## src/common/vid_pkg.sv

```systemverilog
/* shared types and register numbers for the video controller
   VRAM_DEPTH must be a power of two, the VRAM index is the low address bits */
`default_nettype none

package vid_pkg;

typedef logic [15:0] word_t;        // one vram word
typedef logic [15:0] addr_t;        // vram word address
typedef logic [11:0] rgb_t;         // {red, green, blue}, 4 bits each
typedef logic [3:0]  intr_t;        // bit 0 vblank, bits 1-3 software

localparam int VRAM_DEPTH = 4096;   // words of video ram

// cpu register numbers
localparam logic [3:0] REG_VRAM_ADDR = 4'h0;
localparam logic [3:0] REG_VRAM_DATA = 4'h1;
localparam logic [3:0] REG_INT_CTRL  = 4'h2;
localparam logic [3:0] REG_STATUS    = 4'h3;
localparam logic [3:0] REG_SOFT_INTR = 4'h4;

endpackage

`default_nettype wire

```

## src/logic/intr_ctrl.sv

```systemverilog
/* pending interrupt status with a one-cycle cpu interrupt pulse
   a trigger already pending gives no second pulse until cleared */
`default_nettype none
`timescale 1ns/100ps

module intr_ctrl import vid_pkg::*; (
    input  wire logic   clk,
    input  wire logic   reset_i,
    input  wire intr_t  trig_i,     // raw triggers
    input  wire intr_t  mask_i,     // enabled sources
    input  wire intr_t  clear_i,    // cpu clear strobe
    output intr_t       status_o,   // pending bits
    output logic        bus_intr_o
);

always_ff @(posedge clk) begin
    if (reset_i) begin
        status_o   <= '0;
        bus_intr_o <= 1'b0;
    end else begin
        // new, enabled and not yet pending
        bus_intr_o <= |(trig_i & mask_i & ~status_o);
        status_o   <= (status_o | trig_i) & ~clear_i;  // masked triggers still latch
    end
end

endmodule

`default_nettype wire

```

## config.mk

```make
export PLATFORM = sky130hd
export DESIGN_NAME = intr_ctrl
export DESIGN_NICKNAME = d
export VERILOG_FILES = /design/src/common/vid_pkg.sv /design/src/logic/intr_ctrl.sv
export SDC_FILE = /design/constraint.sdc
export NUM_CORES = 1
export LEC_CHECK = 0
export BUFFER_PORTS_ARGS = -buffer_cell sky130_fd_sc_hd__buf_2
export CAP_MARGIN = 15
export CORE_AREA = 3 3 40 42
export CTS_CLUSTER_DIAMETER = 150
export CTS_CLUSTER_SIZE = 14
export DETAILED_ROUTE_END_ITERATION = 16
export DIE_AREA = 0 0 43 45
export PLACE_DENSITY = 0.37
export SLEW_MARGIN = 30
export SYNTH_ARGS = -nofsm -noshare
export SYNTH_HDL_FRONTEND = slang
export SYNTH_SLANG_ARGS = --single-unit
```

## constraint.sdc

```tcl
create_clock -name clk -period 2.6 [get_ports clk]
set_clock_uncertainty 0.1 [all_clocks]
set_input_delay 0.13 -clock clk [delete_from_list [all_inputs] [get_ports clk]]
set_output_delay 0.13 -clock clk [all_outputs]
set_load 0.02 [all_outputs]
```

==> key figures <==
STA
  • Max Fclk: 1006 MHz
  • Fin crit share: 38.24%
  • Unrepaired setup endpoints after global routing: no
  • Final setup fails: 0
  • Setup TNS: 0 ps
  • Hold Fails Final Rpt: 0
  • Slew Limit Fails: 0
  • Min Tclk post-route: 994.2 ps
  • Rel. slew slack: 88.98%
  • Worst-margin pin slew: 164.6 ps
  • Final setup margin: 1606 ps

Detailed routing
  • Drt first pass iters: 4
  • WL final: 546 µm
  • Detail Route Antenna Nets: 0
  • WL/cell: 9.100 µm
  • Iteration-0 DRC Markers: 4
  • DRC violations left: 0
  • Routed vias: 227
  • Vias per std cell: 3.783

Global route
  • Largest net degree at the start of global routing: 6
  • First-pass GRT wire length: 966 µm
  • Tot GR Track Use: 7.083%
  • Vias in the first global route: 247
  • Initial antenna violation count: 0
  • Total gr overflow: 0

Layout
  • Fin area: 350.3 µm²
  • Antenna diodes: 0
  • Reg area: 100.1 µm²
  • Multi-input combinational cell area: 71.32 µm²
  • Fraction of layout cells with a size suffix above 1: 46.67%
  • Nets: 60
  • Area Overhead vs Synth: 100.0%
  • Filler instances: 145

Outcome
  • Run status: completed

Logic synthesis
  • XOR/XNOR Fraction of Synth Area: 0%
  • Synth top cells by count: dfxtp_1 (5), nor2_1 (4), nor3_1 (4)
  • Synth Flop Type: dfxtp_1
  • Syn Inst Count: 19
  • Seq cells post-synth: 5
  • Area contributors post-synth: dfxtp_1 (57%), nor3_1 (11%), nand3b_1 (8.6%)
  • Syn Nets: 33
  • Netlist cell types: 7
  • Async SR Flop Fraction: 0%
  • Yosys top cell area share: 57.14%
  • Post-synthesis sequential area ratio: 57.14%
  • Avg Inst Size Synth: 9.219 µm²
  • Post-synth top area cell: dfxtp_1
  • Post-synth EDFFs: 0
  • Most numerous cell in the Yosys netlist: dfxtp_1
  • Simple logic cell fraction of the synthesized area: 33.57%
  • Synth Cell Area: 175.2 µm²
  • Dominant combinational cell family by area after synthesis: simple AND/OR/NAND/NOR gates
  • Synth warn: 0
  • Post-Synth Adder-Cell Area: 0%
  • Mux cell area share after synthesis: 0%
  • Compound-cell area share of the yosys netlist: 7.143%

Floorplanning
  • Initial Util: 13.63%
  • Core area: 1285 µm²
  • Die Y: 45 µm
  • # rows: 13
  • Io pins: 19
  • Die area: 1935 µm²
  • Die extent in x: 43 µm

Setup path
  • Critical path type: flop to flop
  • Startpoint class of the critical path: flop
  • CP Capture Type: flop
  • CP arrival: 1010 ps
  • Data required, critical path: 2620 ps
  • Flop2flop setup slack: 1610 ps
  • Critical path fanouts, max: 3

Clocking
  • Htree depth: 1
  • CTS tree: done
  • Worst skew pair latency: 240 ps
  • Clock transition at path regs: 40 ps
  • CTS Buf Count: 3
  • Clock Tree Root: clkbuf_4
  • CTS Sinks: 5
  • CTS Buffer Depth: 2

Placement
  • Placer Congestion: 0.7481
  • Port Buffers: 18
  • Dpl cell area: 284.0 µm²
  • Post-place setup slack: 1618 ps

Power
  • PD cells: 583.7 nW/µm²
  • Lkg Pwr: 0.0001739 µW
  • Worst IR Drop VDD: 0.0002262 V

Run
  • Max Cap Viol: 0

Min path
  • Hold crit path type: input pin to flop
power breakdown:
part	internal (µW)	switching (µW)
registers	81.4	2.29
clock network	57.9	29.8
logic	18.1	15.1
layer usage:
metal / up-vias / track usage (%) / wire, µm
met2: 21 / 8.683 / 193
met3: 0 / 4.382 / 106
li1: 118 / - / -
met5: - / 0 / 0
met4: 0 / 5.422 / 0
met1: 88 / 8.696 / 246
sequential cells by signal (all words and copies together) (netlist names):
register,flops
status_o,4
bus_intr_o,1
kinds of logic after synthesis:
family	Yosys count
AND/OR/NAND/NOR	11
flip-flops	5
AO/OA/AOI/OAI	2
buffers and inverters	1
worst paths after layout:
check,from,end,depth (start not counted)
max,status_o[1],bus_intr_o,3
max reg2reg,status_o[1],bus_intr_o,3
min reg2reg,status_o[1],status_o[1],2
min,reset_i,bus_intr_o,2
cell type report:
cell class	count	area share [%]
Sequential cell	5	28.57
Inverter	1	1.071
Multi-Input combinational cell	13	20.36
Timing Repair Buffer	22	37.14
Clock buffer	4	7.500
Tap cell	15	5.357
stage by stage:
stage          total power, µW  util [%]  hold WS (ps)  cells
2_1_floorplan            97.21         -         99.41     19
3_3_place_gp             113.1     22.10         193.0     52
3_5_place_dp             113.5     22.10         200.4     52
4_1_cts                  211.4     27.26         15.51     60
5_1_grt                  222.1     27.26         36.24     60
6_report                 204.5     27.26         25.61     60
timing repair:
item / CTS / global route
hold buffers: 4 / 0
endpoints found under the hold margin: 4 / 0
gates resized for setup: 0 / 0
buffers inserted: 0 / 0
layout by cell type, fill, tap and decap left out:
cell / synthesis / final
buf_2: 0 / 18
dfxtp_1: 5 / 5
nor2_1: 4 / 4
nor3_1: 4 / 4
dlygate4sd3_1: 0 / 4
clkbuf_4: 0 / 3
nand3b_1: 2 / 2
a31oi_1: 2 / 2
inv_1: 1 / 1
and3b_1: 1 / 1
clkbuf_1: 0 / 1
worst max-delay path, stage by stage (launching register included):
cell,delay (ps)
dfxtp_1,340
and3b_1,180
a31oi_1,160
a31oi_1,100
(Power assumes the default switching activity.)
