--- config.mk ---
export PLATFORM = sky130hd
export DESIGN_NAME = video_timing
export DESIGN_NICKNAME = d
export VERILOG_FILES = /design/src/common/vid_pkg.sv /design/src/video/video_timing.sv
export SDC_FILE = /design/constraint.sdc
export NUM_CORES = 1
export LEC_CHECK = 0
export BUFFER_PORTS_ARGS = -buffer_cell sky130_fd_sc_hd__buf_4
export CAP_MARGIN = 10
export CORE_AREA = 2 2 71 59
export DETAILED_ROUTE_END_ITERATION = 8
export DIE_AREA = 0 0 73 61
export PLACE_DENSITY = 0.74
export SLEW_MARGIN = 5
export SYNTH_ARGS = -nofsm -noshare
export SYNTH_HDL_FRONTEND = slang
export SYNTH_SLANG_ARGS = --single-unit
--- constraint.sdc ---
create_clock -name clk -period 2.6 [get_ports clk]
set_input_delay 0.39 -clock clk [delete_from_list [all_inputs] [get_ports clk]]
set_output_delay 0.39 -clock clk [all_outputs]
set_load 0.05 [all_outputs]
--- src/common/vid_pkg.sv ---
/* shared types and register numbers for the video controller
   VRAM_DEPTH must be a power of two, the VRAM index is the low address bits */
`default_nettype none

package vid_pkg;

typedef logic [15:0] word_t;        // one vram word
typedef logic [15:0] addr_t;        // vram word address
typedef logic [11:0] rgb_t;         // {red, green, blue}, 4 bits each
typedef logic [3:0]  intr_t;        // bit 0 vblank, bits 1-3 software

localparam int VRAM_DEPTH = 4096;   // words of video ram

// cpu register numbers
localparam logic [3:0] REG_VRAM_ADDR = 4'h0;
localparam logic [3:0] REG_VRAM_DATA = 4'h1;
localparam logic [3:0] REG_INT_CTRL  = 4'h2;
localparam logic [3:0] REG_STATUS    = 4'h3;
localparam logic [3:0] REG_SOFT_INTR = 4'h4;

endpackage

`default_nettype wire

--- src/video/video_timing.sv ---
/* frame scan counters with active-low syncs and a linear fetch address
   every porch and sync width must be at least one */
`default_nettype none
`timescale 1ns/100ps

module video_timing import vid_pkg::*; #(
    parameter int H_VISIBLE = 640,
    parameter int H_FRONT   = 16,
    parameter int H_SYNC    = 96,
    parameter int H_BACK    = 48,
    parameter int V_VISIBLE = 480,
    parameter int V_FRONT   = 10,
    parameter int V_SYNC    = 2,
    parameter int V_BACK    = 33
) (
    input  wire logic   clk,
    input  wire logic   reset_i,
    output logic        hsync_o,
    output logic        vsync_o,
    output logic        de_o,           // visible pixel
    output logic        hblank_o,
    output logic        vblank_o,
    output logic        vblank_trig_o,  // first non-visible line
    output logic        fetch_sel_o,
    output addr_t       fetch_addr_o
);

localparam int H_TOTAL = H_VISIBLE + H_FRONT + H_SYNC + H_BACK;
localparam int V_TOTAL = V_VISIBLE + V_FRONT + V_SYNC + V_BACK;
localparam int HW      = $clog2(H_TOTAL);
localparam int VW      = $clog2(V_TOTAL);

logic [HW-1:0]  h_count;
logic [VW-1:0]  v_count;
logic           h_vis;
logic           v_vis;
logic           h_end;
logic           h_sync_on;
logic           v_sync_on;

assign h_vis     = h_count < HW'(H_VISIBLE);
assign v_vis     = v_count < VW'(V_VISIBLE);
assign h_end     = h_count == HW'(H_TOTAL - 1);
assign h_sync_on = h_count >= HW'(H_VISIBLE + H_FRONT)
                && h_count <  HW'(H_VISIBLE + H_FRONT + H_SYNC);
assign v_sync_on = v_count >= VW'(V_VISIBLE + V_FRONT)
                && v_count <  VW'(V_VISIBLE + V_FRONT + V_SYNC);

always_ff @(posedge clk) begin
    if (reset_i) begin
        h_count       <= '0;
        v_count       <= '0;
        hsync_o       <= 1'b1;
        vsync_o       <= 1'b1;
        de_o          <= 1'b0;
        hblank_o      <= 1'b0;
        vblank_o      <= 1'b0;
        vblank_trig_o <= 1'b0;
        fetch_addr_o  <= '0;
    end else begin
        h_count <= h_end ? '0 : h_count + 1'b1;
        if (h_end) begin
            v_count <= (v_count == VW'(V_TOTAL - 1)) ? '0 : v_count + 1'b1;
        end

        // outputs lag the counters by one cycle
        de_o          <= h_vis & v_vis;
        hblank_o      <= ~h_vis;
        vblank_o      <= ~v_vis;
        hsync_o       <= ~h_sync_on;
        vsync_o       <= ~v_sync_on;
        vblank_trig_o <= (h_count == '0) && (v_count == VW'(V_VISIBLE));

        if (!v_vis) begin
            fetch_addr_o <= '0;     // restart for next frame
        end else if (de_o) begin
            fetch_addr_o <= (fetch_addr_o == addr_t'(VRAM_DEPTH - 1)) ? '0
                                                                      : fetch_addr_o + 1'b1;
        end
    end
end

assign fetch_sel_o = de_o;  // one word per visible pixel

endmodule

`default_nettype wire

==> results.txt, run 1 <==
The run finished with clean final reports. The starting density of the core came out at 0.533. The worst setup path is captured at a register.

In this run the clock root is driven by a clkbuf_8. The proportion of synthesized flip-flops having asynchronous set or reset is 0. The clock tree synthesis step divided the H-tree into 2 levels. The maximum resistive drop on vdd is 305 uV. The global placer's final weighted congestion is 0.841.

The global-route wire length before repair is 6.56 mm. The number of cells on the worst hold path came out at 2. The layer flagged by global routing as most heavily used is met2.

The number of nets in the layout came out at 250. The core region area is 3730 um2. In this run the most critical hold path is launched from reset_i. The number of cells on the worst reg-to-reg path is 5. The reg-to-reg setup timing slack is 540 ps. The detail-routed net length per standard cell came out at 13.6 um. The number of global-route vias before repair is 1413.

Relative to the synthesized area, the layout overhead comes to 15.9%. The clock transition at the register clock pins on the worst setup and hold paths after CTS came out at 80 ps. The synthesized net count is 225. The count of max-cap constraint violations came out at 0.

The capture point of the worst reg-to-reg path is fetch_addr_o[7]. The actual transition at the worst max-transition pin is 589 ps. The wire-length estimate of the detail-placed layout is 2.79 mm. The floorplan step set the die width to 73 um.

The number of nets with antenna violations after detailed routing came out at 0. The TritonCTS clock tree is built. The static leakage came out at 0.809 nW. The mapped netlist covers 1990 um2.

The die covers 4450 um2. The top-level port count came out at 25. The synthesized netlist cell count is 218. The pin count of the biggest net entering global routing came out at 15. After layout, the minimum clock period comes to 2060 ps. The part of the power in the clock network came out at 0.408. The average cell area after synthesis is 9.11 um2. The global routing met1 resource utilization came out at 0.279. Setup repair after global routing left no endpoint under its margin. The combinational power share is 0.052.

The worst hold path belongs to the class primary input to register. The number of standard cells in the layout, taps in and fillers out is 288. The count of different cell masters after synthesis is 42. The final number of max-transition violations was 0. The count of state elements after synthesis came out at 42.

Internal power comes to 0.960 mW. In the final layout, the share of cells above drive strength 1 is 0.184. The power per cell area is 532 nW/um2.

The clock passes through at most 2 buffers. The wire length reported by the detailed router is 3.93 mm. In the final timing run, aggregate negative setup slack is 0 ps. The most common cell after layout, fill and taps aside is dfxtp_1.

Dividing the final minimum period by the clock period gives 0.794. The cell total after placement came out at 280. The tightest slew margin relative to the limit came out at 0.607. The number of cell rows is 20. The worst clock skew is 8.92 ps. The critical path in this run is classified as register to register. The number of warnings reported in the yosys synthesis log came out at 0. The number of hold-repair buffers added at the cts stage is 0.

For this run, the register share of the synthesized area comes to 0.423. Of the total power, registers draw 0.540. Setup violations remaining at the end of the flow were counted as 0. For this design the total switching power over the nets is 0.265 mW. From bottom edge to top edge, the die measures 61 um. The TritonCTS buffer count is 5.

The terminating pin of the worst hold path is vblank_o. The overall via count from detail_route is 1584. The DRC marker count from the first detailed-route iteration is 74. The number of DRC violations after detailed routing came out at 0. The number of synthesized flops with an enable pin is 0. For this run, the total global-route usage over all layers was measured as 0.197. The number of cells upsized or downsized after cts is 0.

The global route total overflow is 0. For this run, global-route usage on met2 was measured as 0.279. The filler cells instantiated in the layout total 318. The worst setup path is launched from a register. In the synthesized netlist the dominant register cell turns out to be dfxtp_1.

The worst register-to-register path begins at fetch_addr_o[0]. The repair_antennas step left the layout with diodes totalling 0. The number of search-and-repair iterations in the first detailed-routing pass is 4. Hold timing on the final database bottoms out at a slack of 365 ps. At the worst endpoint, the arrival time is 2220 ps. The met3 routing resource usage after global routing is 0.0532.

The highest net fanout along the worst path came out at 14. The via density per instance is 5.50. In the layout the commonest cells are dfxtp_1 (42), nor2_1 (39), buf_4 (26), xnor2_1 (19).

The clock net in this run drives a total of 42 sinks. The maximum clock rate came out at 0.484 GHz. The net switching share of the total power is 0.217. The number of hold violations in the final report is 0. The total setup buffers inserted after CTS is 0. The clock latency at the later pin of the worst-skew pair came out at 290 ps. The number of antenna violations at the first check in global routing is 0. Data on the critical path is required at its endpoint by 2750 ps. Buffers placed on the I/O ports in this run total 24.
-- worst max-delay path, cell delays in order, from the launching register on --
cell and delay [ps]:
dfxtp_1 440, ha_1 290, inv_1 70, or3_2 520, o21bai_2 500, nor2_1 110
-- flip-flops by register name, indices dropped and copies added, names as in the netlist --
| register | cells |
|---|---|
| hblank_o | 1 |
| h_count | 10 |
| fetch_addr_o | 16 |
| vblank_o | 1 |
| de_o | 1 |
| v_count | 10 |
| vsync_o | 1 |
| vblank_trig_o | 1 |
| hsync_o | 1 |
-- cells by family after synthesis --
| logic type | count (synthesis) | share of synthesized area |
|---|---|---|
| AOI/OAI and AO/OA | 12 | 0.0435 |
| xor gates and xnor gates | 28 | 0.124 |
| adders and majority gates | 5 | 0.0315 |
| buffers and inverters | 19 | 0.0416 |
| DFF | 42 | 0.423 |
| muxes | 2 | 0.0101 |
| and+or+nand+nor | 110 | 0.326 |
-- routing by layer --
metal	routed length (um)	part of all wire
met4	104	0.026
met2	1630	0.42
met1	2040	0.52
met5	0	0
met3	151	0.038
-- cell usage after synthesis, drive strengths merged, types with 3 or more instances --
master   n  share of area
xnor2   19          0.084
xor2     9          0.040
dfxtp   42           0.42
ha       5          0.032
nand4b   3          0.013
nand3   12          0.033
and4     3          0.013
nand2b   3         0.0095
nand4   11          0.045
nor4    12          0.053
clkbuf   3         0.0057
nand2    5         0.0095
or3      4          0.013
inv     11          0.021
nor2    39          0.074
nor3     6          0.018
buf      5          0.015
a21oi    6          0.017
-- power groups by stage --
stage                     registers (mW)  clock network, mW  logic, mW
after detailed placement           0.677                  0     0.0633
after global routing               0.663              0.546     0.0707
after CTS                          0.662              0.516     0.0643
final                              0.662              0.500     0.0636
after floorplan                    0.688                  0     0.0359
after global placement             0.676                  0     0.0628
-- layout make-up --
class,instances,area [um2],share of cell area
flip-flops and latches,42,841,0.365
well taps,44,55.1,0.0239
clock inverters,1,30.0,0.0131
repair buffers,26,195,0.0848
inverters,11,41.3,0.0179
clock buffers,7,76.3,0.0332
multi-input cells,157,1060,0.462
-- worst max path at each step --
stage	from	endpoint	slack (ps)	cells past startpoint
after global routing	fetch_addr_o[0]	fetch_addr_o[7]	330	5
after CTS	fetch_addr_o[0]	fetch_addr_o[7]	510	5
after floorplan	fetch_addr_o[0]	fetch_addr_o[5]	480	6
final	fetch_addr_o[0]	fetch_addr_o[7]	540	5
after detailed placement	fetch_addr_o[0]	fetch_addr_o[5]	540	5
after global placement	fetch_addr_o[0]	fetch_addr_o[2]	620	5
-- metrics by stage --
stage | area [um2] | worst slack (ps) | utilization | power (mW)
finish | 2300 | 536 | 0.617 | 1.23
global route | 2300 | 328 | 0.617 | 1.28
CTS | 2300 | 507 | 0.617 | 1.24
detailed placement | 2190 | 543 | 0.589 | 0.740
global placement | 2190 | 624 | 0.589 | 0.739
floorplan | 1990 | 477 | - | 0.724
(Power assumes the default switching activity.)
==> inputs of run 2 (changes only) <==
- clock period: 2.6 -> 2.1 ns (I/O delays scaled with it)
==> run 2 against run 1 <==
Power rose by 14%. Fmax rose by 7.6%. Clock power fell by 1%. Largest cell class unchanged. Register-to-register slack got worse by 350 ps. Utilization fell by 0.067 points. Critical endpoint is now v_count[5]. First-iteration DRC count rose by 39%. Worst setup slack got worse by 350 ps. Via count fell by 0.51%. Global-route usage rose by 0.78 points. Critical path depth fell by 1.
==> results.txt, run 2 (synthesis gave the netlist of run 1 again) <==
The worst setup path is captured at a register. The final core area utilization came out at 0.616. 25 I/O pins were placed. The tightest hold path in the finished design has a slack of 298 ps. The first routing iteration left 103 violations. The quantity of I/O buffers inserted on ports came out at 24.

The number of DRC violations after detailed routing came out at 0. The number of hold violations in the final report is 0. The global-route wire length before repair is 6.93 mm. Setup violations remaining at the end of the flow were counted as 0.

The die outline height came out at 61 um. The longest clock path from root to sink contains 2 buffers. The power per cell area came out at 606 nW/um2. Routability-driven placement finished with a final weighted congestion of 0.825. The maximum resistive drop on vdd is 409 uV. In this run the most critical hold path is launched from reset_i.

The wire length reported by the detailed router is 3.98 mm. The number of global-route vias before repair was 1466. The run finished with clean final reports. The core region area came out at 3730 um2.

The maximum clock rate is 0.521 GHz. The library cell used most frequently in the layout, excluding fill and tap cells, is dfxtp_1. The summed negative setup slack over all endpoints is 0 ps. The number of clock buffers added by TritonCTS is 5. Prior to clock tree synthesis, the placed netlist has a worst setup slack of 219 ps.

Detailed placement ended at an HPWL of 2.91 mm. The pin count of the biggest net entering global routing is 15. After layout, the worst setup slack is 182 ps. In this run the critical register-to-register path is launched from h_count[4].

The total power of the final layout came out at 1.39 mW. The clock transition at the register clock pins on the worst setup and hold paths after CTS is 80 ps. In the final layout, the share of cells above drive strength 1 is 0.207. The area growth from synthesis to layout is 15.8%. The clock latency at the later pin of the worst-skew pair came out at 300 ps. The worst path required time came out at 2280 ps. The startpoint type of the worst setup path is a register. The worst clock skew is 4.91 ps. The time the worst path needs with I/O delays and setup came out at 1920 ps. The number of standard cells in the layout, taps in and fillers out is 290. The overall via count from detail_route came out at 1576.

More flip-flops sit in one register than any other, and that register is fetch_addr_o. The min-delay analysis places its worst path in the category primary input to register. The setup path with the least slack is of type register to register. Setup repair after global routing left no endpoint under its margin. The final number of max-transition violations is 0. The share of the clock period used by the worst path after layout came out at 0.913. The number of hold-repair buffers added at the cts stage came out at 0. The count of max-cap constraint violations is 0. The final antenna diode count came out at 0. The global route total overflow came out at 0.

The static leakage is 0.819 nW. The number of cells upsized or downsized after cts is 0. The clock tree synthesis step divided the H-tree into 2 levels. The post-layout instance area is 2300 um2. The number of nets in the layout came out at 253.

In the layout the commonest cells are dfxtp_1 (40), nor2_1 (39), buf_4 (29), xnor2_1 (19). The standard cell area after detailed placement came out at 2220 um2. The number of nets with antenna violations after detailed routing came out at 0. The largest registers in the layout are fetch_addr_o x16, h_count x10, v_count x10. The tightest slew margin relative to the limit is 0.714.

CTS placed an instance of clkbuf_8 at the clock tree root. The startpoint of the worst setup timing path is h_count[4]. The starting density of the core came out at 0.533. The number of antenna violations at the first check in global routing came out at 0. Clock tree synthesis found a total of 42 sinks.

The highest net fanout along the worst path came out at 8. In this run the core area contains 20 standard-cell rows. The total global routing track utilization came out at 0.205. The detail-routed net length per standard cell is 13.7 um. The die span in x is 73 um. The die area came out at 4450 um2. The register with the most flip-flops in the layout has 16 of them. The number of search-and-repair iterations in the first detailed-routing pass came out at 4. The total setup buffers inserted after CTS came out at 0. The via density per instance is 5.43.

The arrival time of data at the critical path endpoint came out at 2100 ps. The actual transition at the worst max-transition pin is 427 ps. The TritonCTS clock tree is built. The cell total after placement is 283.
## run 2: critical path: stages (launching register included)
cell and delay (ps):
dfxtp_1 470, nand4b_1 410, nor3_2 440, a41o_1 390
nor2_1 90
## run 2: metal layers
metal	track usage	share of wire
met4	0.0635	0.011
met1	0.301	0.53
met5	0	0
met3	0.0548	0.048
met2	0.293	0.42
## run 2: report_power, final
part           total [mW]  switching, mW  internal, mW
clock               0.494          0.270         0.223
combinational      0.0760         0.0492        0.0268
sequential          0.823         0.0163         0.807
## run 2: area by class of cell
type                    instances  area, um2
well taps                      44       55.1
multi-input cells             157       1060
flip-flops and latches         42        843
repair buffers                 29        218
fillers                       319       1430
clock buffers                   5       68.8
clock inverters                 2       10.0
inverters                      11       41.3
## run 2: final timing paths
kind           endpoint  slack, ps  cells after the start
min            vblank_o        300                      2
min reg2reg  h_count[0]        490                      1
max reg2reg  v_count[5]        180                      4
max          v_count[5]        180                      4
