File: config.mk
export PLATFORM = sky130hd
export DESIGN_NAME = bus_regs_flat
export DESIGN_NICKNAME = d
export VERILOG_FILES = /design/src/common/vid_pkg.sv /design/src/common/vram_bus_if.sv /design/src/logic/bus_regs.sv /design/src/flat_wrapper.sv
export SDC_FILE = /design/constraint.sdc
export NUM_CORES = 1
export LEC_CHECK = 0
export ABC_AREA = 1
export BUFFER_PORTS_ARGS = -buffer_cell sky130_fd_sc_hd__buf_2
export CAP_MARGIN = 0
export CORE_MARGIN = 4
export CORE_UTILIZATION = 47
export DETAILED_ROUTE_END_ITERATION = 7
export PLACE_DENSITY = 0.73
export SYNTH_ARGS = -nofsm -noshare
export SYNTH_HDL_FRONTEND = slang
export SYNTH_SLANG_ARGS = --single-unit
export TNS_END_PERCENT = 20
File: constraint.sdc
create_clock -name clk -period 2.2 [get_ports clk]
set_input_delay 0.11 -clock clk [delete_from_list [all_inputs] [get_ports clk]]
set_output_delay 0.11 -clock clk [all_outputs]
set_load 0.03 [all_outputs]
File: src/common/vid_pkg.sv
/* shared types and register numbers for the video controller
   VRAM_DEPTH must be a power of two, the VRAM index is the low address bits */
`default_nettype none

package vid_pkg;

typedef logic [15:0] word_t;        // one vram word
typedef logic [15:0] addr_t;        // vram word address
typedef logic [11:0] rgb_t;         // {red, green, blue}, 4 bits each
typedef logic [3:0]  intr_t;        // bit 0 vblank, bits 1-3 software

localparam int VRAM_DEPTH = 4096;   // words of video ram

// cpu register numbers
localparam logic [3:0] REG_VRAM_ADDR = 4'h0;
localparam logic [3:0] REG_VRAM_DATA = 4'h1;
localparam logic [3:0] REG_INT_CTRL  = 4'h2;
localparam logic [3:0] REG_STATUS    = 4'h3;
localparam logic [3:0] REG_SOFT_INTR = 4'h4;

endpackage

`default_nettype wire

File: src/common/vram_bus_if.sv
/* register side vram port, select/acknowledge handshake
   requester holds sel, wr, addr and wdata until the one-cycle ack */
`default_nettype none
`timescale 1ns/100ps

interface vram_bus_if import vid_pkg::*; ();

logic   sel;        // request pending
logic   ack;        // one-cycle done strobe
logic   wr;         // 1 = write, 0 = read
addr_t  addr;       // word address
word_t  wdata;      // write word
word_t  rdata;      // read word, valid with ack

modport requester (
    output sel, wr, addr, wdata,
    input  ack, rdata
);

modport arbiter (
    input  sel, wr, addr, wdata,
    output ack, rdata
);

endinterface

`default_nettype wire

File: src/logic/bus_regs.sv
/* cpu register file, bus inputs must be synchronous to clk
   cpu must wait for STATUS busy low before touching VRAM_ADDR or VRAM_DATA */
`default_nettype none
`timescale 1ns/100ps

module bus_regs import vid_pkg::*; (
    input  wire logic           clk,
    input  wire logic           reset_i,
    input  wire logic           bus_cs_n_i,     // register select, active low
    input  wire logic           bus_rd_nwr_i,   // 1 = read, 0 = write
    input  wire logic [3:0]     bus_reg_num_i,  // register number
    input  wire logic           bus_bytesel_i,  // 0 = even byte, 1 = odd byte
    input  wire logic [7:0]     bus_data_i,
    output logic      [7:0]     bus_data_o,
    vram_bus_if.requester       vram,
    input  wire logic           hblank_i,
    input  wire logic           vblank_i,
    input  wire intr_t          intr_status_i,  // pending interrupts
    output intr_t               intr_mask_o,    // enabled interrupts
    output intr_t               intr_clear_o,   // clear strobe
    output intr_t               soft_trig_o     // software trigger strobe
);

typedef enum logic [1:0] {
    ST_IDLE,        // no vram traffic
    ST_WRITE,       // write word waiting for ack
    ST_GAP,         // sel low for one cycle between requests
    ST_READ         // prefetch read waiting for ack
} state_t;

state_t         state;
logic           cs_n_q;         // last chip select, for edge detect
logic           access;         // first cycle of a bus access
logic           is_wr;
logic           is_rd;
logic           start_wr;       // odd byte data write
logic           start_rd;       // address set or odd byte data read
logic           busy;
addr_t          vram_addr;      // auto-increment address
logic [7:0]     data_hi;        // even byte of the next write
word_t          wr_word;
word_t          rd_word;        // prefetched word
logic [7:0]     rd_byte;

assign access   = cs_n_q & ~bus_cs_n_i;
assign is_wr    = access & ~bus_rd_nwr_i;
assign is_rd    = access & bus_rd_nwr_i;
assign start_wr = is_wr && bus_reg_num_i == REG_VRAM_DATA && bus_bytesel_i;
assign start_rd = (is_wr && bus_reg_num_i == REG_VRAM_ADDR && bus_bytesel_i)
               || (is_rd && bus_reg_num_i == REG_VRAM_DATA && bus_bytesel_i);
assign busy     = (state != ST_IDLE);

assign vram.addr  = vram_addr;  // steady while busy
assign vram.wdata = wr_word;

// read mux, unmapped bytes read as zero
always_comb begin
    rd_byte = '0;
    case (bus_reg_num_i)
        REG_VRAM_DATA:  rd_byte = bus_bytesel_i ? rd_word[7:0] : rd_word[15:8];
        REG_INT_CTRL:   if (bus_bytesel_i) rd_byte = {4'b0000, intr_status_i};
        REG_STATUS:     if (bus_bytesel_i) rd_byte = {busy, vblank_i, hblank_i, 5'b00000};
        default:        rd_byte = '0;
    endcase
end

always_ff @(posedge clk) begin
    if (reset_i) begin
        state        <= ST_IDLE;
        cs_n_q       <= 1'b1;
        vram.sel     <= 1'b0;
        vram.wr      <= 1'b0;
        vram_addr    <= '0;
        intr_mask_o  <= '0;
        intr_clear_o <= '0;
        soft_trig_o  <= '0;
    end else begin
        cs_n_q       <= bus_cs_n_i;
        intr_clear_o <= '0;     // strobes last one cycle
        soft_trig_o  <= '0;

        if (is_wr && bus_reg_num_i == REG_INT_CTRL) begin
            if (bus_bytesel_i) begin
                intr_clear_o <= bus_data_i[3:0];
            end else begin
                intr_mask_o  <= bus_data_i[3:0];
            end
        end
        if (is_wr && bus_reg_num_i == REG_SOFT_INTR && bus_bytesel_i) begin
            soft_trig_o <= {bus_data_i[3:1], 1'b0};    // bit 0 belongs to vblank
        end

        if (is_wr && bus_reg_num_i == REG_VRAM_ADDR) begin
            if (bus_bytesel_i) begin
                vram_addr[7:0]  <= bus_data_i;
            end else begin
                vram_addr[15:8] <= bus_data_i;
            end
        end else if (is_rd && bus_reg_num_i == REG_VRAM_DATA && bus_bytesel_i) begin
            vram_addr <= vram_addr + 1'b1;  // prefetch from the next word
        end else if (state == ST_WRITE && vram.ack) begin
            vram_addr <= vram_addr + 1'b1;
        end

        case (state)
            ST_IDLE: begin
                if (start_wr) begin
                    vram.sel <= 1'b1;
                    vram.wr  <= 1'b1;
                    state    <= ST_WRITE;
                end else if (start_rd) begin
                    vram.sel <= 1'b1;
                    vram.wr  <= 1'b0;
                    state    <= ST_READ;
                end
            end
            ST_WRITE: begin
                if (vram.ack) begin
                    vram.sel <= 1'b0;
                    state    <= ST_GAP;
                end
            end
            ST_GAP: begin
                vram.sel <= 1'b1;   // prefetch after write
                vram.wr  <= 1'b0;
                state    <= ST_READ;
            end
            ST_READ: begin
                if (vram.ack) begin
                    vram.sel <= 1'b0;
                    state    <= ST_IDLE;
                end
            end
            default: state <= ST_IDLE;
        endcase
    end
end

// payload registers
always_ff @(posedge clk) begin
    if (is_wr && bus_reg_num_i == REG_VRAM_DATA && !bus_bytesel_i) begin
        data_hi <= bus_data_i;
    end
    if (start_wr && state == ST_IDLE) begin
        wr_word <= {data_hi, bus_data_i};
    end
    if (state == ST_READ && vram.ack) begin
        rd_word <= vram.rdata;
    end
    if (is_rd) begin
        bus_data_o <= rd_byte;      // held until the next access
    end
end

endmodule

`default_nettype wire

File: src/flat_wrapper.sv
// flat-port wrapper written by rule: the top's interface ports become plain ports
module bus_regs_flat import vid_pkg::*;
  (clk, reset_i, bus_cs_n_i, bus_rd_nwr_i, bus_reg_num_i, bus_bytesel_i, bus_data_i, bus_data_o, hblank_i, vblank_i, intr_status_i, intr_mask_o, intr_clear_o, soft_trig_o, vram_sel, vram_wr, vram_addr, vram_wdata, vram_ack, vram_rdata);
  vram_bus_if vram_i ();
  input  wire logic clk;
  input  wire logic reset_i;
  input  wire logic bus_cs_n_i;
  input  wire logic bus_rd_nwr_i;
  input  wire logic [3:0] bus_reg_num_i;
  input  wire logic bus_bytesel_i;
  input  wire logic [7:0] bus_data_i;
  output logic      [7:0] bus_data_o;
  input  wire logic hblank_i;
  input  wire logic vblank_i;
  input  wire intr_t intr_status_i;
  output intr_t intr_mask_o;
  output intr_t intr_clear_o;
  output intr_t soft_trig_o;
  output wire logic [$bits(vram_i.sel)-1:0] vram_sel;
  output wire logic [$bits(vram_i.wr)-1:0] vram_wr;
  output wire logic [$bits(vram_i.addr)-1:0] vram_addr;
  output wire logic [$bits(vram_i.wdata)-1:0] vram_wdata;
  input wire logic [$bits(vram_i.ack)-1:0] vram_ack;
  input wire logic [$bits(vram_i.rdata)-1:0] vram_rdata;
  assign vram_sel = vram_i.sel;
  assign vram_wr = vram_i.wr;
  assign vram_addr = vram_i.addr;
  assign vram_wdata = vram_i.wdata;
  assign vram_i.ack = vram_ack;
  assign vram_i.rdata = vram_rdata;
  bus_regs u_core (.clk(clk), .reset_i(reset_i), .bus_cs_n_i(bus_cs_n_i), .bus_rd_nwr_i(bus_rd_nwr_i), .bus_reg_num_i(bus_reg_num_i), .bus_bytesel_i(bus_bytesel_i), .bus_data_i(bus_data_i), .bus_data_o(bus_data_o), .vram(vram_i), .hblank_i(hblank_i), .vblank_i(vblank_i), .intr_status_i(intr_status_i), .intr_mask_o(intr_mask_o), .intr_clear_o(intr_clear_o), .soft_trig_o(soft_trig_o));
endmodule
==> out/qor.csv <==
stage,metric,value,unit
outcome,status,finished clean,
final_layout,syn2layout_area_growth,29.95,%
timing,fin_hold_ws,19.83,ps
final_layout,seq_area,2082,µm²
final_layout,multi_input_area,1195,µm²
timing,drv_slew,0,
timing,fin_worst_skew,9.449,ps
grt,grt_pass1_vias,2788,
timing,setup_violations,0,
setup_path,critical_path_required,2490,ps
grt,use_met2,30.44,%
place,portBuffers,92,
drt,drc_errors,0,
drt,ant_nets,0,
setup_path,timing.rr.start,u_core.vram.addr[0],
drt,dr.pass1.iters,4,
drt,dr.first_iter.drc_count,194,
synthesis,synthAdderAreaFrac,1.787,%
drt,finalWirelength,8252,µm
place,gp_congestion,0.9092,
timing,rsz0062_at_grt,false,
power_and_ir_drop,p_leak,2.102,nW
synthesis,netlist_instances,384,
synthesis,synth_xor_xnor_area_share,0.2502,%
floorplan,core,7253,µm²
cts,cts-root-buf,clkbuf_8,
setup_path,reg2reg_depth,8,
grt,grtUsageMet3,3.846,%
floorplan,start_util,48.27,%
drt,wl_per_cell,13.55,µm
final_layout,drive_gt1_share,24.51,%
timing,tightest_slew,608.4,ps
timing,final.min_clock_period,1839,ps
floorplan,rows,31,
setup_path,crit_path_max_fanout,17,
grt,grtUsageMet1,25.97,%
synthesis,synth_compound_area_share,6.898,%
final_layout,num-nets-final,550,
setup_path,crit_cells,11,
synthesis,ys_seq_area_share,59.47,%
synthesis,synth_fp_nets,429,
drt,via_per_inst,4.860,
synthesis,synth_largest_area_cell,edfxtp_1,
synthesis,avgSynthCellArea,9.117,µm²
grt,grtUsageTotal,19.37,%
setup_path,crit_buf_inv,4,
floorplan,die_h,94.31,µm
synthesis,synthTopCellsByArea,"edfxtp_1, dfxtp_1, nand2_1",
cts,clkSlewWorstSetupHoldPaths,80,ps
timing,clock.fmax,0.5437,GHz
setup_path,reg2reg_slack,520,ps
synthesis,yosys_warnings,0,
worst_hold_path,hp-class,in2reg,
drt,num_vias,2960,
setup_path,r2r-end,u_core.vram.addr[10],
synthesis,ys.flop_type,edfxtp_1,
synthesis,synth_edf_count,48,
synthesis,synth_area,3501,µm²
flow_run,maxCapViolations,0,
setup_path,path_delay_family,buffers and inverters,
power_and_ir_drop,peakVddDrop,352.8,µV
cts,cts-htree-levels,3,
synthesis,synth_top_area_share,41.17,%
synthesis,synth_top_family_by_area,simple AND/OR/NAND/NOR gates,
cts,clk_path_buf_depth,2,
timing,relSlewSlack,59.39,%
setup_path,cp_slowest_cell,dlygate4sd3_1,
grt,antenna_found_initial,0,
final_layout,antenna_cells,0,
grt,grt_max_degree,18,
grt,grt_remaining_overflow,0,
setup_path,critPathLaunchType,input port,
setup_path,critPathKind,in2reg,
setup_path,critical_path_arrival,2130,ps
timing,setup_tns,0,ps
grt,busiest_layer,met2,
cts,postCtsSetupBuffers,0,
setup_path,crit_path_cell_trace,dlygate4sd3_1 -> buf_2 -> inv_1 -> nand2_1 -> nor2_2 -> nand2_4 -> inv_1 -> nand2_1 -> o21ai_0 -> nor2_1 -> nor2_1,
floorplan,pin_count,94,
final_layout,final.fill_count,609,
timing,post-route-period-util,83.60,%
power_and_ir_drop,power-per-cell-area,875.2,nW/µm²
cts,tritoncts,built,
synthesis,async_reset_ff_share,0,%
floorplan,die_w,94.31,µm
place,dpl.hpwl,5746,µm
synthesis,synth_seq_cells,80,
synthesis,muxShareOfSynthArea,0,%
synthesis,ys_types,33,
cts,clock-sinks,80,
cts,numCtsBuffers,9,
setup_path,cp_slowest_stage_delay,540,ps
synthesis,synthSimpleGateAreaFrac,25.09,%
worst_hold_path,min_to,u_core.data_hi[1],
grt,grt_first_pass_wirelength,13240,µm
setup_path,endpoint_kind,flop,
worst_hold_path,hold_path_depth,1,
floorplan,die_area,8893,µm²
timing,hold_violations,0,
cts,clk_latency,350,ps
worst_hold_path,min-delay-start,bus_data_i[1],
==> worst register-to-register path, delay by kind of cell, from the launching register on <==
family                   cells  cell delay [ps]
AO/OA/AOI/OAI                1               50
AND/OR/NAND/NOR              6              940
adder cells (fa/ha/maj)      1              180
flip-flops                   1              400
==> logic make-up (layout without fill, tap and decap cells) <==
| group | after synthesis | count (layout) |
|---|---|---|
| AND/OR/NAND/NOR | 201 | 201 |
| flip-flops | 80 | 80 |
| AO/OA/AOI/OAI | 42 | 42 |
| buffers and inverters | 54 | 180 |
| adder cells (fa/ha/maj) | 5 | 5 |
| XOR/XNOR | 1 | 1 |
| other | 1 | 1 |
==> cell usage after synthesis, drive strengths merged (2+ instances only) <==
library cell    n
nand3          30
o211ai          2
edfxtp         48
a22oi           4
nand4           4
nand2         102
a21oi          17
dfxtp          32
clkbuf          2
inv            46
buf             6
ha              5
nor4            2
o21ai          17
nor3            6
nor2           55
==> layout make-up <==
type                       instances  share of cell area (%)
sequential                        80                   45.76
multi-input combinational        250                   26.27
timing repair buffer             118                   15.62
inverter                          46                   3.795
clock inverter                     7                   3.108
clock buffer                       9                   2.723
tap                               99                   2.723
==> timing repair <==
item	4_1_cts	5_1_grt
hold buffers	21	1
endpoints found under the hold margin	25	2
resized for setup	0	0
==> state kept, by name, summed over array words and instances (netlist names) <==
| register | cells |
|---|---|
| u_core.intr_mask_o | 4 |
| u_core.vram.sel | 1 |
| u_core.vram.wdata | 16 |
| u_core.rd_word | 16 |
| u_core.data_hi | 8 |
| u_core.bus_data_o | 8 |
| u_core.soft_trig_o | 3 |
| u_core.cs_n_q | 1 |
| u_core.intr_clear_o | 4 |
| u_core.vram.addr | 16 |
| u_core.vram.wr | 1 |
| u_core.state | 2 |
==> worst max path at each step <==
stage                              startpoint                    to  slack [ps]
after floorplan                 u_core.cs_n_q  u_core.vram.wdata[0]         370
after global placement    u_core.vram.addr[1]  u_core.vram.addr[10]         560
after detailed placement  u_core.vram.addr[0]  u_core.vram.addr[10]         560
after CTS                          bus_cs_n_i   u_core.vram.addr[1]         410
after global routing               bus_cs_n_i   u_core.vram.addr[1]         210
final                              bus_cs_n_i   u_core.vram.addr[0]         360
==> cell usage in the layout, fill, tap and decap left out, types with 4 or more instances in the layout <==
cell type	n
a21oi_1	17
a22oi_1	4
buf_2	92
buf_4	4
bufinv_16	4
clkbuf_8	9
dfxtp_1	32
dlygate4sd3_1	22
edfxtp_1	48
ha_1	5
inv_1	44
nand2_1	99
nand3_1	27
nand4_1	4
nor2_1	53
nor3_1	4
o21ai_0	16
==> per-stage QoR <==
step | cells | power (mW) | worst slack [ps] | area [µm²] | util (%)
floorplan | 384 | 2.358 | 370.4 | 3501 | -
global placement | 571 | 2.556 | 559.5 | 4064 | 56.03
detailed placement | 571 | 2.567 | 559.0 | 4064 | 56.03
CTS | 608 | 3.999 | 408.6 | 4539 | 62.58
global route | 609 | 4.193 | 208.6 | 4549 | 62.72
finish | 609 | 3.981 | 360.7 | 4549 | 62.72
==> metal layers <==
metal / wire length, µm / up-vias
met2: 3836 / 104
met1: 3652 / 1329
met5: 0 / -
met4: 233 / 0
met3: 529 / 21
li1: - / 1506
==> power by group <==
| group | switching, mW | internal (mW) |
|---|---|---|
| Combinational | 0.529 | 0.275 |
| Clock | 0.541 | 0.873 |
| Sequential | 0.0832 | 1.68 |
Power figures use the tool's default switching activity.
