**config.mk**
```make
export PLATFORM = sky130hd
export DESIGN_NAME = pixel_out
export DESIGN_NICKNAME = d
export VERILOG_FILES = /design/src/common/vid_pkg.sv /design/src/video/pixel_out.sv
export SDC_FILE = /design/constraint.sdc
export NUM_CORES = 1
export LEC_CHECK = 0
export ABC_CLOCK_PERIOD_IN_PS = 1800
export BUFFER_PORTS_ARGS = -buffer_cell sky130_fd_sc_hd__buf_2
export CAP_MARGIN = 20
export CORE_MARGIN = 3
export CORE_UTILIZATION = 40
export CTS_BUF_LIST = sky130_fd_sc_hd__clkbuf_16
export CTS_CLUSTER_DIAMETER = 150
export CTS_CLUSTER_SIZE = 20
export DETAILED_ROUTE_END_ITERATION = 12
export GPL_TIMING_DRIVEN = 0
export HOLD_SLACK_MARGIN = 0.02
export PLACE_DENSITY = 0.78
export SLEW_MARGIN = 20
export SYNTH_ARGS = -nofsm -noshare
export SYNTH_HDL_FRONTEND = slang
export SYNTH_SLANG_ARGS = --single-unit
```
**constraint.sdc**
```tcl
create_clock -name clk -period 1.8 [get_ports clk]
set_input_delay 0.09 -clock clk [delete_from_list [all_inputs] [get_ports clk]]
set_output_delay 0.09 -clock clk [all_outputs]
set_load 0.02 [all_outputs]
```
**src/common/vid_pkg.sv**
```systemverilog
/* shared types and register numbers for the video controller
   VRAM_DEPTH must be a power of two, the VRAM index is the low address bits */
`default_nettype none

package vid_pkg;

typedef logic [15:0] word_t;        // one vram word
typedef logic [15:0] addr_t;        // vram word address
typedef logic [11:0] rgb_t;         // {red, green, blue}, 4 bits each
typedef logic [3:0]  intr_t;        // bit 0 vblank, bits 1-3 software

localparam int VRAM_DEPTH = 4096;   // words of video ram

// cpu register numbers
localparam logic [3:0] REG_VRAM_ADDR = 4'h0;
localparam logic [3:0] REG_VRAM_DATA = 4'h1;
localparam logic [3:0] REG_INT_CTRL  = 4'h2;
localparam logic [3:0] REG_STATUS    = 4'h3;
localparam logic [3:0] REG_SOFT_INTR = 4'h4;

endpackage

`default_nettype wire

```
**src/video/pixel_out.sv**
```systemverilog
/* two-stage output pipe, pixel_i arrives one cycle after de_i
   colour forced to zero outside display enable */
`default_nettype none
`timescale 1ns/100ps

module pixel_out import vid_pkg::*; (
    input  wire logic   clk,
    input  wire logic   reset_i,
    input  wire logic   de_i,
    input  wire logic   hsync_i,
    input  wire logic   vsync_i,
    input  wire word_t  pixel_i,    // fetched vram word
    output rgb_t        rgb_o,
    output logic        hsync_o,
    output logic        vsync_o,
    output logic        de_o
);

logic   de_1;       // lines up with pixel_i
logic   hsync_1;
logic   vsync_1;

always_ff @(posedge clk) begin
    if (reset_i) begin
        de_1    <= 1'b0;
        hsync_1 <= 1'b1;
        vsync_1 <= 1'b1;
        de_o    <= 1'b0;
        hsync_o <= 1'b1;
        vsync_o <= 1'b1;
        rgb_o   <= '0;
    end else begin
        de_1    <= de_i;
        hsync_1 <= hsync_i;
        vsync_1 <= vsync_i;
        de_o    <= de_1;
        hsync_o <= hsync_1;
        vsync_o <= vsync_1;
        rgb_o   <= de_1 ? pixel_i[11:0] : '0;  // top nibble ignored
    end
end

endmodule

`default_nettype wire

```
==> summary.md, run 1 <==
| Metric | Value |
|---|---|
| Worst EP required | 1930 ps |
| Layout cells sized above 1 | 58.33% |
| Clock Pin Slew Worst Setup and Hold Paths | 50 ps |
| Clock sinks | 18 |
| Port Buffers | 31 |
| Post-synth top area share | 68.41% |
| CTS root buf | clkbuf_16 |
| Synth Area per Inst | 13.86 sq um |
| GR Overflow Total | 0 |
| Yosys Warn Count | 0 |
| Arrival @ worst endpoint | 930 ps |
| Crit-path leading delay family | flip-flops |
| Pleak | 0.0004279 uW |
| Tcrit/Tclk final | 44.63% |
| Cell taking the most area after synthesis | dfxtp_1 |
| Hold buffer count at CTS | 0 |
| Seq pwr share | 46.5% |
| Die area | 0.001788 sq mm |
| Post-synthesis adder-cell area fraction | 0% |
| Worst r2r src | de_1 |
| Resized Gates After CTS | 0 |
| Core Area | 0.001171 sq mm |
| Power density over the cells | 1155 mW/mm^2 |
| Register area share after synthesis | 68.41% |
| Starting density of the core | 44.98% |
| Seq cells post-synth | 18 |
| Peak supply drop | 0.0008430 V |
| Syn Nets | 59 |
| WHS Endpoint | vsync_1 |
| Sequential cell area | 360.3 sq um |
| DP Cell Count | 83 |
| Compound-Gate Fraction of Synth Area | 0% |
| Mux cell area share after synthesis | 0% |
| Most common cell after layout, fill and taps aside | buf_2 |
| FF-to-FF End | rgb_o[11] |
| Vias | 370 |
| Overall Global Routing Usage | 9.436% |
| Largest net degree at the start of global routing | 11 |
| Fillers | 97 |
| Setup repair bufs after CTS | 0 |
| Pins Over Slew Limit | 0 |
| Mapped Area | 526.8 sq um |
| Yosys cell types | 7 |
| DRT antenna net count | 0 |
| Final Critical Period | 803.3 ps |
| Setup TNS | 0 ps |
| Vias in the first global route | 315 |
| F_max | 1245 MHz |
| CP startpoint | de_1 |
| CTS tree | yes |
| Fraction of power spent switching nets | 17.92% |
| Fin. Hold Viols | 0 |
| Slew margin rel. | 91.38% |
| CP Capture Type | flip-flop |
| Worst setup path class | reg -> reg |
| TritonCTS buffer count | 3 |
| DRT iter0 DRCs | 1 |
| Hpwl dp | 638.3 um |
| Number of buffers on the longest clock path | 2 |
| 1st-pass router iterations | 2 |
| Io pins | 36 |
| Hold WC Path Type | in -> reg |
| Clk pwr share | 47.0% |
| Synth top area cells | dfxtp_1 68%, and3b_2 11%, and3b_1 10% |
| Die height | 42.29 um |
| Residual DRC count | 0 |
| Critical path buffers and inverters | 1 |
| Sequence of cells on the critical path | clkbuf_2, and3b_2 |
| Finished Core Util | 66.13% |
| Most frequent cells in the layout | 31 x buf_2, 18 x dfxtp_1, 6 x and3b_1, 6 x and3b_2, 4 x or2_1 |
| Overall power | 894.8 uW |
| First-pass GRT wire length | 1290 um |
| Unrepaired setup endpoints after global routing | false |
| CP max FO | 10 |
| Status | complete, no violations |
| Max Cap Violations | 0 |
| Critical path's largest stage delay | 320 ps |
| Worst hold path depth | 2 |
| CP Launch Type | flip-flop |
| CP max-delay cell | dfxtp_1 |
| Register-to-Register Path Depth | 2 |
| Worst Hold Launch | vsync_i |
| Internal power | 734.4 uW |
| Antenna cells | 0 |
| Final setup fails | 0 |
| Routed Wire Length | 855 um |
| Layout area overhead | 47.03% |
| Worst Max-Slew Pin Slew | 129.2 ps |
| Finished Layout Cells | 86 |
| Die Width | 42.29 um |
| XOR/XNOR Fraction of Synth Area | 0% |
| Cells after Synth | 38 |
| Simple-Gate Fraction of Synth Area | 28.50% |
| Routability congestion estimate from global placement | 0.5799 |
| P_sw | 160.3 uW |
| H-tree levels | 1 |
| Nets | 95 |
| DR WL/cell | 9.942 um |
| Main combinational cell family by area after synthesis | simple AND/OR/NAND/NOR gates |
| Routed vias/inst | 4.302 |
| Reg2Reg Setup Slack | 1000 ps |
| Clk_lat worst skew | 240 ps |
| Initial antenna violation count | 0 |
| Multi-input gate area | 150.1 sq um |
| Row Count | 12 |
| Combinational power share | 6.5% |
| Setup Skew | 2.091 ps |
[worst reg2reg max path: cells and delay by family, from the launching register on]
kind          cells  cell delay [ps]
flops             1              320
simple gates      1              210
buf+inv           1              160
[routing by layer]
metal / vias to the layer above / wire length (um) / global-route usage (%)
met5: - / 0 / 0
met4: 0 / 0 / 1.863
met3: 0 / 86 / 3.004
met2: 18 / 442 / 18.84
met1: 158 / 326 / 9.186
li1: 194 / - / -
[synth_stat cells (all sizes together)]
| library cell | count |
|---|---|
| dfxtp | 18 |
| and3b | 12 |
| or2 | 4 |
| nor2b | 2 |
| buf | 1 |
| clkbuf | 1 |
[worst max-delay path by stage]
stage / end / slack [ps] / cells after the start
floorplan: rgb_o[0] / 1070 / 2
global placement: rgb_o[0] / 1020 / 2
global route: rgb_o[0] / 950 / 2
finish: rgb_o[11] / 1000 / 2
detailed placement: rgb_o[0] / 1010 / 2
CTS: rgb_o[6] / 990 / 1
[power groups by stage]
| stage | sequential [uW] | combinational (uW) | clock, uW |
|---|---|---|---|
| detailed placement | 424 | 58.9 | 0 |
| finish | 416 | 58.5 | 420 |
| floorplan | 437 | 17.2 | 0 |
| global placement | 423 | 58.3 | 0 |
| global route | 417 | 64.5 | 440 |
| CTS | 416 | 59.4 | 424 |
[state kept, by name (all words and copies together), names as in the netlist]
register,flops
de_1,1
de_o,1
hsync_1,1
hsync_o,1
rgb_o,12
vsync_1,1
vsync_o,1
[kinds of logic after synthesis]
group | Yosys count
flip-flops | 18
AND/OR/NAND/NOR | 18
buffers and inverters | 2
[metrics by stage]
stage               hold WS (ps)  area (sq um)  setup slack, ps
floorplan                  187.1         526.8             1069
global placement           265.5         699.4             1020
detailed placement         268.9         699.4             1005
CTS                        20.43         774.5            989.2
global route               26.59         774.5            953.2
finish                     19.73         774.5            996.7
[layout make-up]
| cell class | count | area share (%) |
|---|---|---|
| tap | 14 | 2.262 |
| clock buffer | 3 | 9.693 |
| timing repair buffer | 31 | 20.03 |
| multi-input combinational | 18 | 19.39 |
| sequential | 18 | 46.53 |
| buffer | 2 | 2.100 |
Power figures use the tool's default switching activity.
==> inputs of run 2 (changes only) <==
ABC_CLOCK_PERIOD_IN_PS = 800   (was 1800)
CORE_UTILIZATION = 38   (was 40)
PLACE_DENSITY = 0.74   (was 0.78)
clock period = 0.8 ns   (was 1.8 ns; I/O delays follow)
==> summary.md, run 2 (synthesis gave the netlist of run 1 again) <==
| Metric | Value |
|---|---|
| Initial antenna violation count | 0 (unchanged) |
| Core Area | 0.001201 sq mm (was 0.001171 sq mm) |
| Worst hold path depth | 2 (unchanged) |
| Routed Wire Length | 920 um (was 855 um) |
| Stages on worst setup path | 3 (was 2) |
| Layout area overhead | 52.02% (was 47.03%) |
| Die height | 43.23 um (was 42.29 um) |
| Layout cells sized above 1 | 56.76% (was 58.33%) |
| Largest net degree at the start of global routing | 14 (was 11) |
| Worst EP required | 930 ps (was 1930 ps) |
| Routability congestion estimate from global placement | 0.6065 (was 0.5799) |
| DRT antenna net count | 0 (unchanged) |
| Arrival @ worst endpoint | 880 ps (was 930 ps) |
| Unrepaired setup endpoints after global routing | false (unchanged) |
| Die Width | 43.23 um (was 42.29 um) |
| CP Capture Type | flip-flop (unchanged) |
| Hold WC Path Type | in -> reg (unchanged) |
| Pleak | 0.0004363 uW (was 0.0004279 uW) |
| Critical path's largest stage delay | 540 ps (was 320 ps) |
| Worst setup path class | in -> reg (was reg -> reg) |
| CP Launch Type | primary input (was flip-flop) |
| DR WL/cell | 10.45 um (was 9.942 um) |
| Antenna cells | 0 (unchanged) |
| Sequential cell area | 361.6 sq um (was 360.3 sq um) |
| Area after DPL | 699.4 sq um (unchanged) |
| Tcrit/Tclk final | 93.60% |
| Fin. Hold Viols | 0 (unchanged) |
| Sequence of cells on the critical path | dlygate4sd3_1, buf_2, or2_1 (was clkbuf_2, and3b_2) |
| Clock sinks | 18 (unchanged) |
| Number of buffers on the longest clock path | 2 (unchanged) |
| Nets | 97 (was 95) |
| Vias | 383 (was 370) |
| DRT iter0 DRCs | 0 (was 1) |
| Row Count | 12 (unchanged) |
| Worst Max-Slew Pin Slew | 159.1 ps (was 129.2 ps) |
| Register-to-Register Path Depth | 1 (was 2) |
| Finished Cell Area | 800.8 sq um (was 774.5 sq um) |
| Most common cell after layout, fill and taps aside | buf_2 (unchanged) |
| CTS root buf | clkbuf_16 (unchanged) |
| Starting density of the core | 43.85% (was 44.98%) |
| CTS tree | yes (unchanged) |
| Vias in the first global route | 350 (was 315) |
| Max Cap Violations | 0 (unchanged) |
| Peak supply drop | 0.001709 V (was 0.0008430 V) |
| Clock Pin Slew Worst Setup and Hold Paths | 50 ps (about the same) |
| Biggest register | rgb_o (unchanged) |
| Routed vias/inst | 4.352 (was 4.302) |
| Crit-path leading delay family | buffers and inverters (was flip-flops) |
| F_max | 1336 MHz |
| Residual DRC count | 0 (unchanged) |
| Status | complete, no violations (unchanged) |
| GR Overflow Total | 0 (unchanged) |
| Final setup fails | 0 (unchanged) |
| Power density over the cells | 2514 mW/mm^2 (was 1155 mW/mm^2) |
| First-pass GRT wire length | 1393 um (was 1290 um) |
| TritonCTS buffer count | 3 (unchanged) |
| Critical path buffers and inverters | 2 (was 1) |
| Port Buffers | 31 (unchanged) |
| Pins Over Slew Limit | 0 (unchanged) |
| Fillers | 114 (was 97) |
| Overall power | 2013 uW (was 894.8 uW) |
| Die area | 0.001869 sq mm (was 0.001788 sq mm) |
| Io pins | 36 (unchanged) |
| Clk_lat worst skew | 240 ps (about the same) |
| CP max FO | 1 (was 10) |
| CP max-delay cell | dlygate4sd3_1 (was dfxtp_1) |
| Multi-input gate area | 150.1 sq um (unchanged) |
| Final Critical Period | 748.8 ps |
| Setup repair bufs after CTS | 0 (unchanged) |
| Setup Skew | 1.383 ps (was 2.091 ps) |
| H-tree levels | 1 (unchanged) |
| Overall Global Routing Usage | 10.26% (was 9.436%) |
| Max reg flops | 12 (unchanged) |
| 1st-pass router iterations | 1 (was 2) |
| Slew margin rel. | 89.39% (was 91.38%) |
| Most frequent cells in the layout | 31 x buf_2, 17 x dfxtp_1, 6 x and3b_1, 6 x and3b_2, 4 x or2_1 (was 31 x buf_2, 18 x dfxtp_1, 6 x and3b_1, 6 x and3b_2, 4 x or2_1) |
## run 2: per-stage QoR
step | setup TNS (ps) | cells | utilization, % | worst slack [ps] | hold slack (ps)
after global routing | 0 | 88 | 66.67 | 34.81 | 55.42
final | 0 | 88 | 66.67 | 51.23 | 45.01
after CTS | 0 | 88 | 66.56 | 25.94 | 44.02
after global placement | 0 | 83 | 58.23 | 18.76 | 215.1
after detailed placement | -5.171 | 83 | 58.23 | -5.171 | 218.9
after floorplan | 0 | 38 | - | 68.57 | 137.1
## run 2: final timing paths
kind	slack (ps)	from	endpoint
min	50	pixel_i[5]	rgb_o[5]
max	50	hsync_i	hsync_1
min reg2reg	410	vsync_1	vsync_o
max reg2reg	120	de_1	rgb_o[3]
## run 2: repair_timing
action / 4_1_cts / 5_1_grt
hold buffers: 3 / 0
endpoints found under the setup margin: 3 / 12
endpoints found under the hold margin: 3 / 0
resized for setup: 0 / 1
## run 2: layout make-up
class | count | area share (%)
sequential | 18 | 45.16
timing repair buffer | 34 | 23.13
buffer | 1 | 1.406
multi-input combinational | 18 | 18.75
clock buffer | 3 | 9.375
tap | 14 | 2.188
## run 2: routing by layer
| metal | GRT usage (%) | vias to the layer above | share of wire (%) |
|---|---|---|---|
| li1 | - | 197 | - |
| met1 | 9.512 | 168 | 37 |
| met2 | 19.47 | 18 | 53 |
| met3 | 4.237 | 0 | 9.6 |
| met4 | 3.614 | 0 | 0 |
| met5 | 0 | - | 0 |
## run 2: report_power, final
group / switching [uW] / total [uW] / internal (uW)
Clock: 280 / 934 / 654
Combinational: 61.3 / 138 / 77.0
Sequential: 11.1 / 941 / 930
Total: 352 / 2010 / 1660
==> inputs of run 3 (changes only) <==
==> constraint.sdc (replaced) <==
create_clock -name clk -period 0.8 [get_ports clk]
set_input_delay 0.08 -clock clk [delete_from_list [all_inputs] [get_ports clk]]
set_output_delay 0.08 -clock clk [all_outputs]
set_load 0.02 [all_outputs]
==> summary.md, run 3 (synthesis gave the netlist of run 1 again) <==
| Metric | Value |
|---|---|
| First-pass GRT wire length | 1393 um (unchanged) |
| Largest net degree at the start of global routing | 14 (unchanged) |
| CTS root buf | clkbuf_16 (unchanged) |
| Clk pwr share | 46.4% (about the same) |
| Routability congestion estimate from global placement | 0.6065 (unchanged) |
| Worst setup path class | in -> reg (unchanged) |
| Routed Wire Length | 912 um (was 920 um) |
| H-tree levels | 1 (unchanged) |
| CP max FO | 1 (unchanged) |
| Internal power | 1660 uW (was 1661 uW) |
| Reg2Reg Setup Slack | 120 ps (about the same) |
| Clock Pin Slew Worst Setup and Hold Paths | 50 ps (about the same) |
| DRT iter0 DRCs | 0 (unchanged) |
| Clk_lat worst skew | 240 ps (about the same) |
| Io pins | 36 (unchanged) |
| Port Buffers | 31 (unchanged) |
| Crit-path leading delay family | buffers and inverters (unchanged) |
| Pins Over Slew Limit | 0 (unchanged) |
| Die height | 43.23 um (unchanged) |
| DRT antenna net count | 0 (unchanged) |
| Unrepaired setup endpoints after global routing | false (unchanged) |
| Final Critical Period | 781.0 ps (was 748.8 ps) |
| CP Launch Type | primary input (unchanged) |
| Critical path's largest stage delay | 530 ps (was 540 ps) |
| CTS tree | yes (unchanged) |
| P_sw | 351.6 uW (was 352.3 uW) |
| Fraction of power spent switching nets | 17.48% (was 17.50%) |
| Routed vias/inst | 4.360 (was 4.352) |
| TritonCTS buffer count | 3 (unchanged) |
| Residual DRC count | 0 (unchanged) |
| GR Overflow Total | 0 (unchanged) |
| Area after DPL | 699.4 sq um (unchanged) |
| Layout area overhead | 51.54% (was 52.02%) |
| Number of buffers on the longest clock path | 2 (unchanged) |
| Sequence of cells on the critical path | dlygate4sd3_1, buf_2, or2_1 (unchanged) |
| Arrival @ worst endpoint | 910 ps (was 880 ps) |
| 1st-pass router iterations | 1 (unchanged) |
| Setup Skew | 1.383 ps (unchanged) |
| Antenna cells | 0 (unchanged) |
| Power density over the cells | 2520 mW/mm^2 (was 2514 mW/mm^2) |
| Tcrit/Tclk final | 97.62% (was 93.60%) |
| Clock sinks | 18 (unchanged) |
| CP max-delay cell | dlygate4sd3_1 (unchanged) |
| Setup repair bufs after CTS | 0 (unchanged) |
| Max reg flops | 12 (unchanged) |
| Hold_ws | 54.65 ps (was 45.01 ps) |
| Overall power | 2012 uW (was 2013 uW) |
| Critical path buffers and inverters | 2 (unchanged) |
| Fillers | 113 (was 114) |
| Die area | 0.001869 sq mm (unchanged) |
| DR WL/cell | 10.60 um (was 10.45 um) |
| Hold WC Path Type | in -> reg (unchanged) |
| Worst Max-Slew Pin Slew | 159.1 ps (unchanged) |
| Seq pwr share | 46.8% (was 46.7%) |
| F_max | 1280 MHz (was 1336 MHz) |
| Overall Global Routing Usage | 10.26% (unchanged) |
| Nets | 95 (was 97) |
| Layout cells sized above 1 | 56.94% (was 56.76%) |
| Worst EP required | 930 ps (about the same) |
| Initial antenna violation count | 0 (unchanged) |
| Pleak | 0.0004299 uW (was 0.0004363 uW) |
| Finished Cell Area | 798.3 sq um (was 800.8 sq um) |
| Row Count | 12 (unchanged) |
| Finished Core Util | 66.46% (was 66.67%) |
| Status | complete, no violations (unchanged) |
| Fin. Hold Viols | 0 (unchanged) |
| Combinational power share | 6.8% (was 6.9%) |
| Biggest register | rgb_o (unchanged) |
| Peak supply drop | 0.001693 V (was 0.001709 V) |
| Die Width | 43.23 um (unchanged) |
| Most common cell after layout, fill and taps aside | buf_2 (unchanged) |
| Core Area | 0.001201 sq mm (unchanged) |
| Vias | 375 (was 383) |
| Slew margin rel. | 89.39% (unchanged) |
| Most frequent cells in the layout | 25 x buf_2, 17 x dfxtp_1, 6 x and3b_1, 6 x and3b_2, 5 x buf_4 (was 31 x buf_2, 17 x dfxtp_1, 6 x and3b_1, 6 x and3b_2, 4 x or2_1) |
| CP Capture Type | flip-flop (unchanged) |
| Vias in the first global route | 350 (unchanged) |
| Max Cap Violations | 0 (unchanged) |
| Starting density of the core | 43.85% (unchanged) |
| Final setup fails | 0 (unchanged) |
-- run 3: changes by cell type in the layout (fill, tap and decap cells not counted) --
cell,change
buf_4,+5
buf_2,-6
dlygate4sd3_1,-1
-- run 3: worst paths after layout --
path               to  cells after the start    start
min              de_1                      2     de_i
max           vsync_1                      3  vsync_i
max reg2reg  rgb_o[3]                      1     de_1
min reg2reg   vsync_o                      1  vsync_1
-- run 3: power by group through the flow --
stage	Combinational, uW	Clock [uW]	Sequential (uW)
after floorplan	38.7	0	983
after global placement	131	0	953
after detailed placement	135	0	954
after CTS	137	956	940
after global routing	149	987	944
final	137	934	941
-- run 3: area by class of cell --
type	instances	area, sq um	share of cell area, %
clock buffers	3	75.07	9.404
multi-input cells	18	150.1	18.81
flip-flops and latches	18	361.6	45.30
repair buffers	32	182.7	22.88
well taps	14	17.52	2.194
plain buffers	1	11.26	1.411
-- run 3: repair_timing --
item / CTS / global route
endpoints found under the setup margin: 3 / 18
hold buffers: 2 / 0
endpoints found under the hold margin: 2 / 0
resized for setup: 0 / 6
-- run 3: routing by layer --
metal	routed length (um)	track usage (%)	up-vias	part of all wire, %
met5	0	0	-	0
met4	0	3.614	0	0
met3	90	4.237	0	9.9
met2	494	19.47	18	54
met1	327	9.512	164	36
li1	-	-	193	-
-- run 3: stage by stage --
stage	TNS, ps	instances	setup slack, ps
3_3_place_gp	0	83	18.76
2_1_floorplan	0	38	68.57
3_5_place_dp	-5.171	83	-5.171
5_1_grt	0	86	4.770
4_1_cts	0	87	9.710
6_report	0	86	19.01
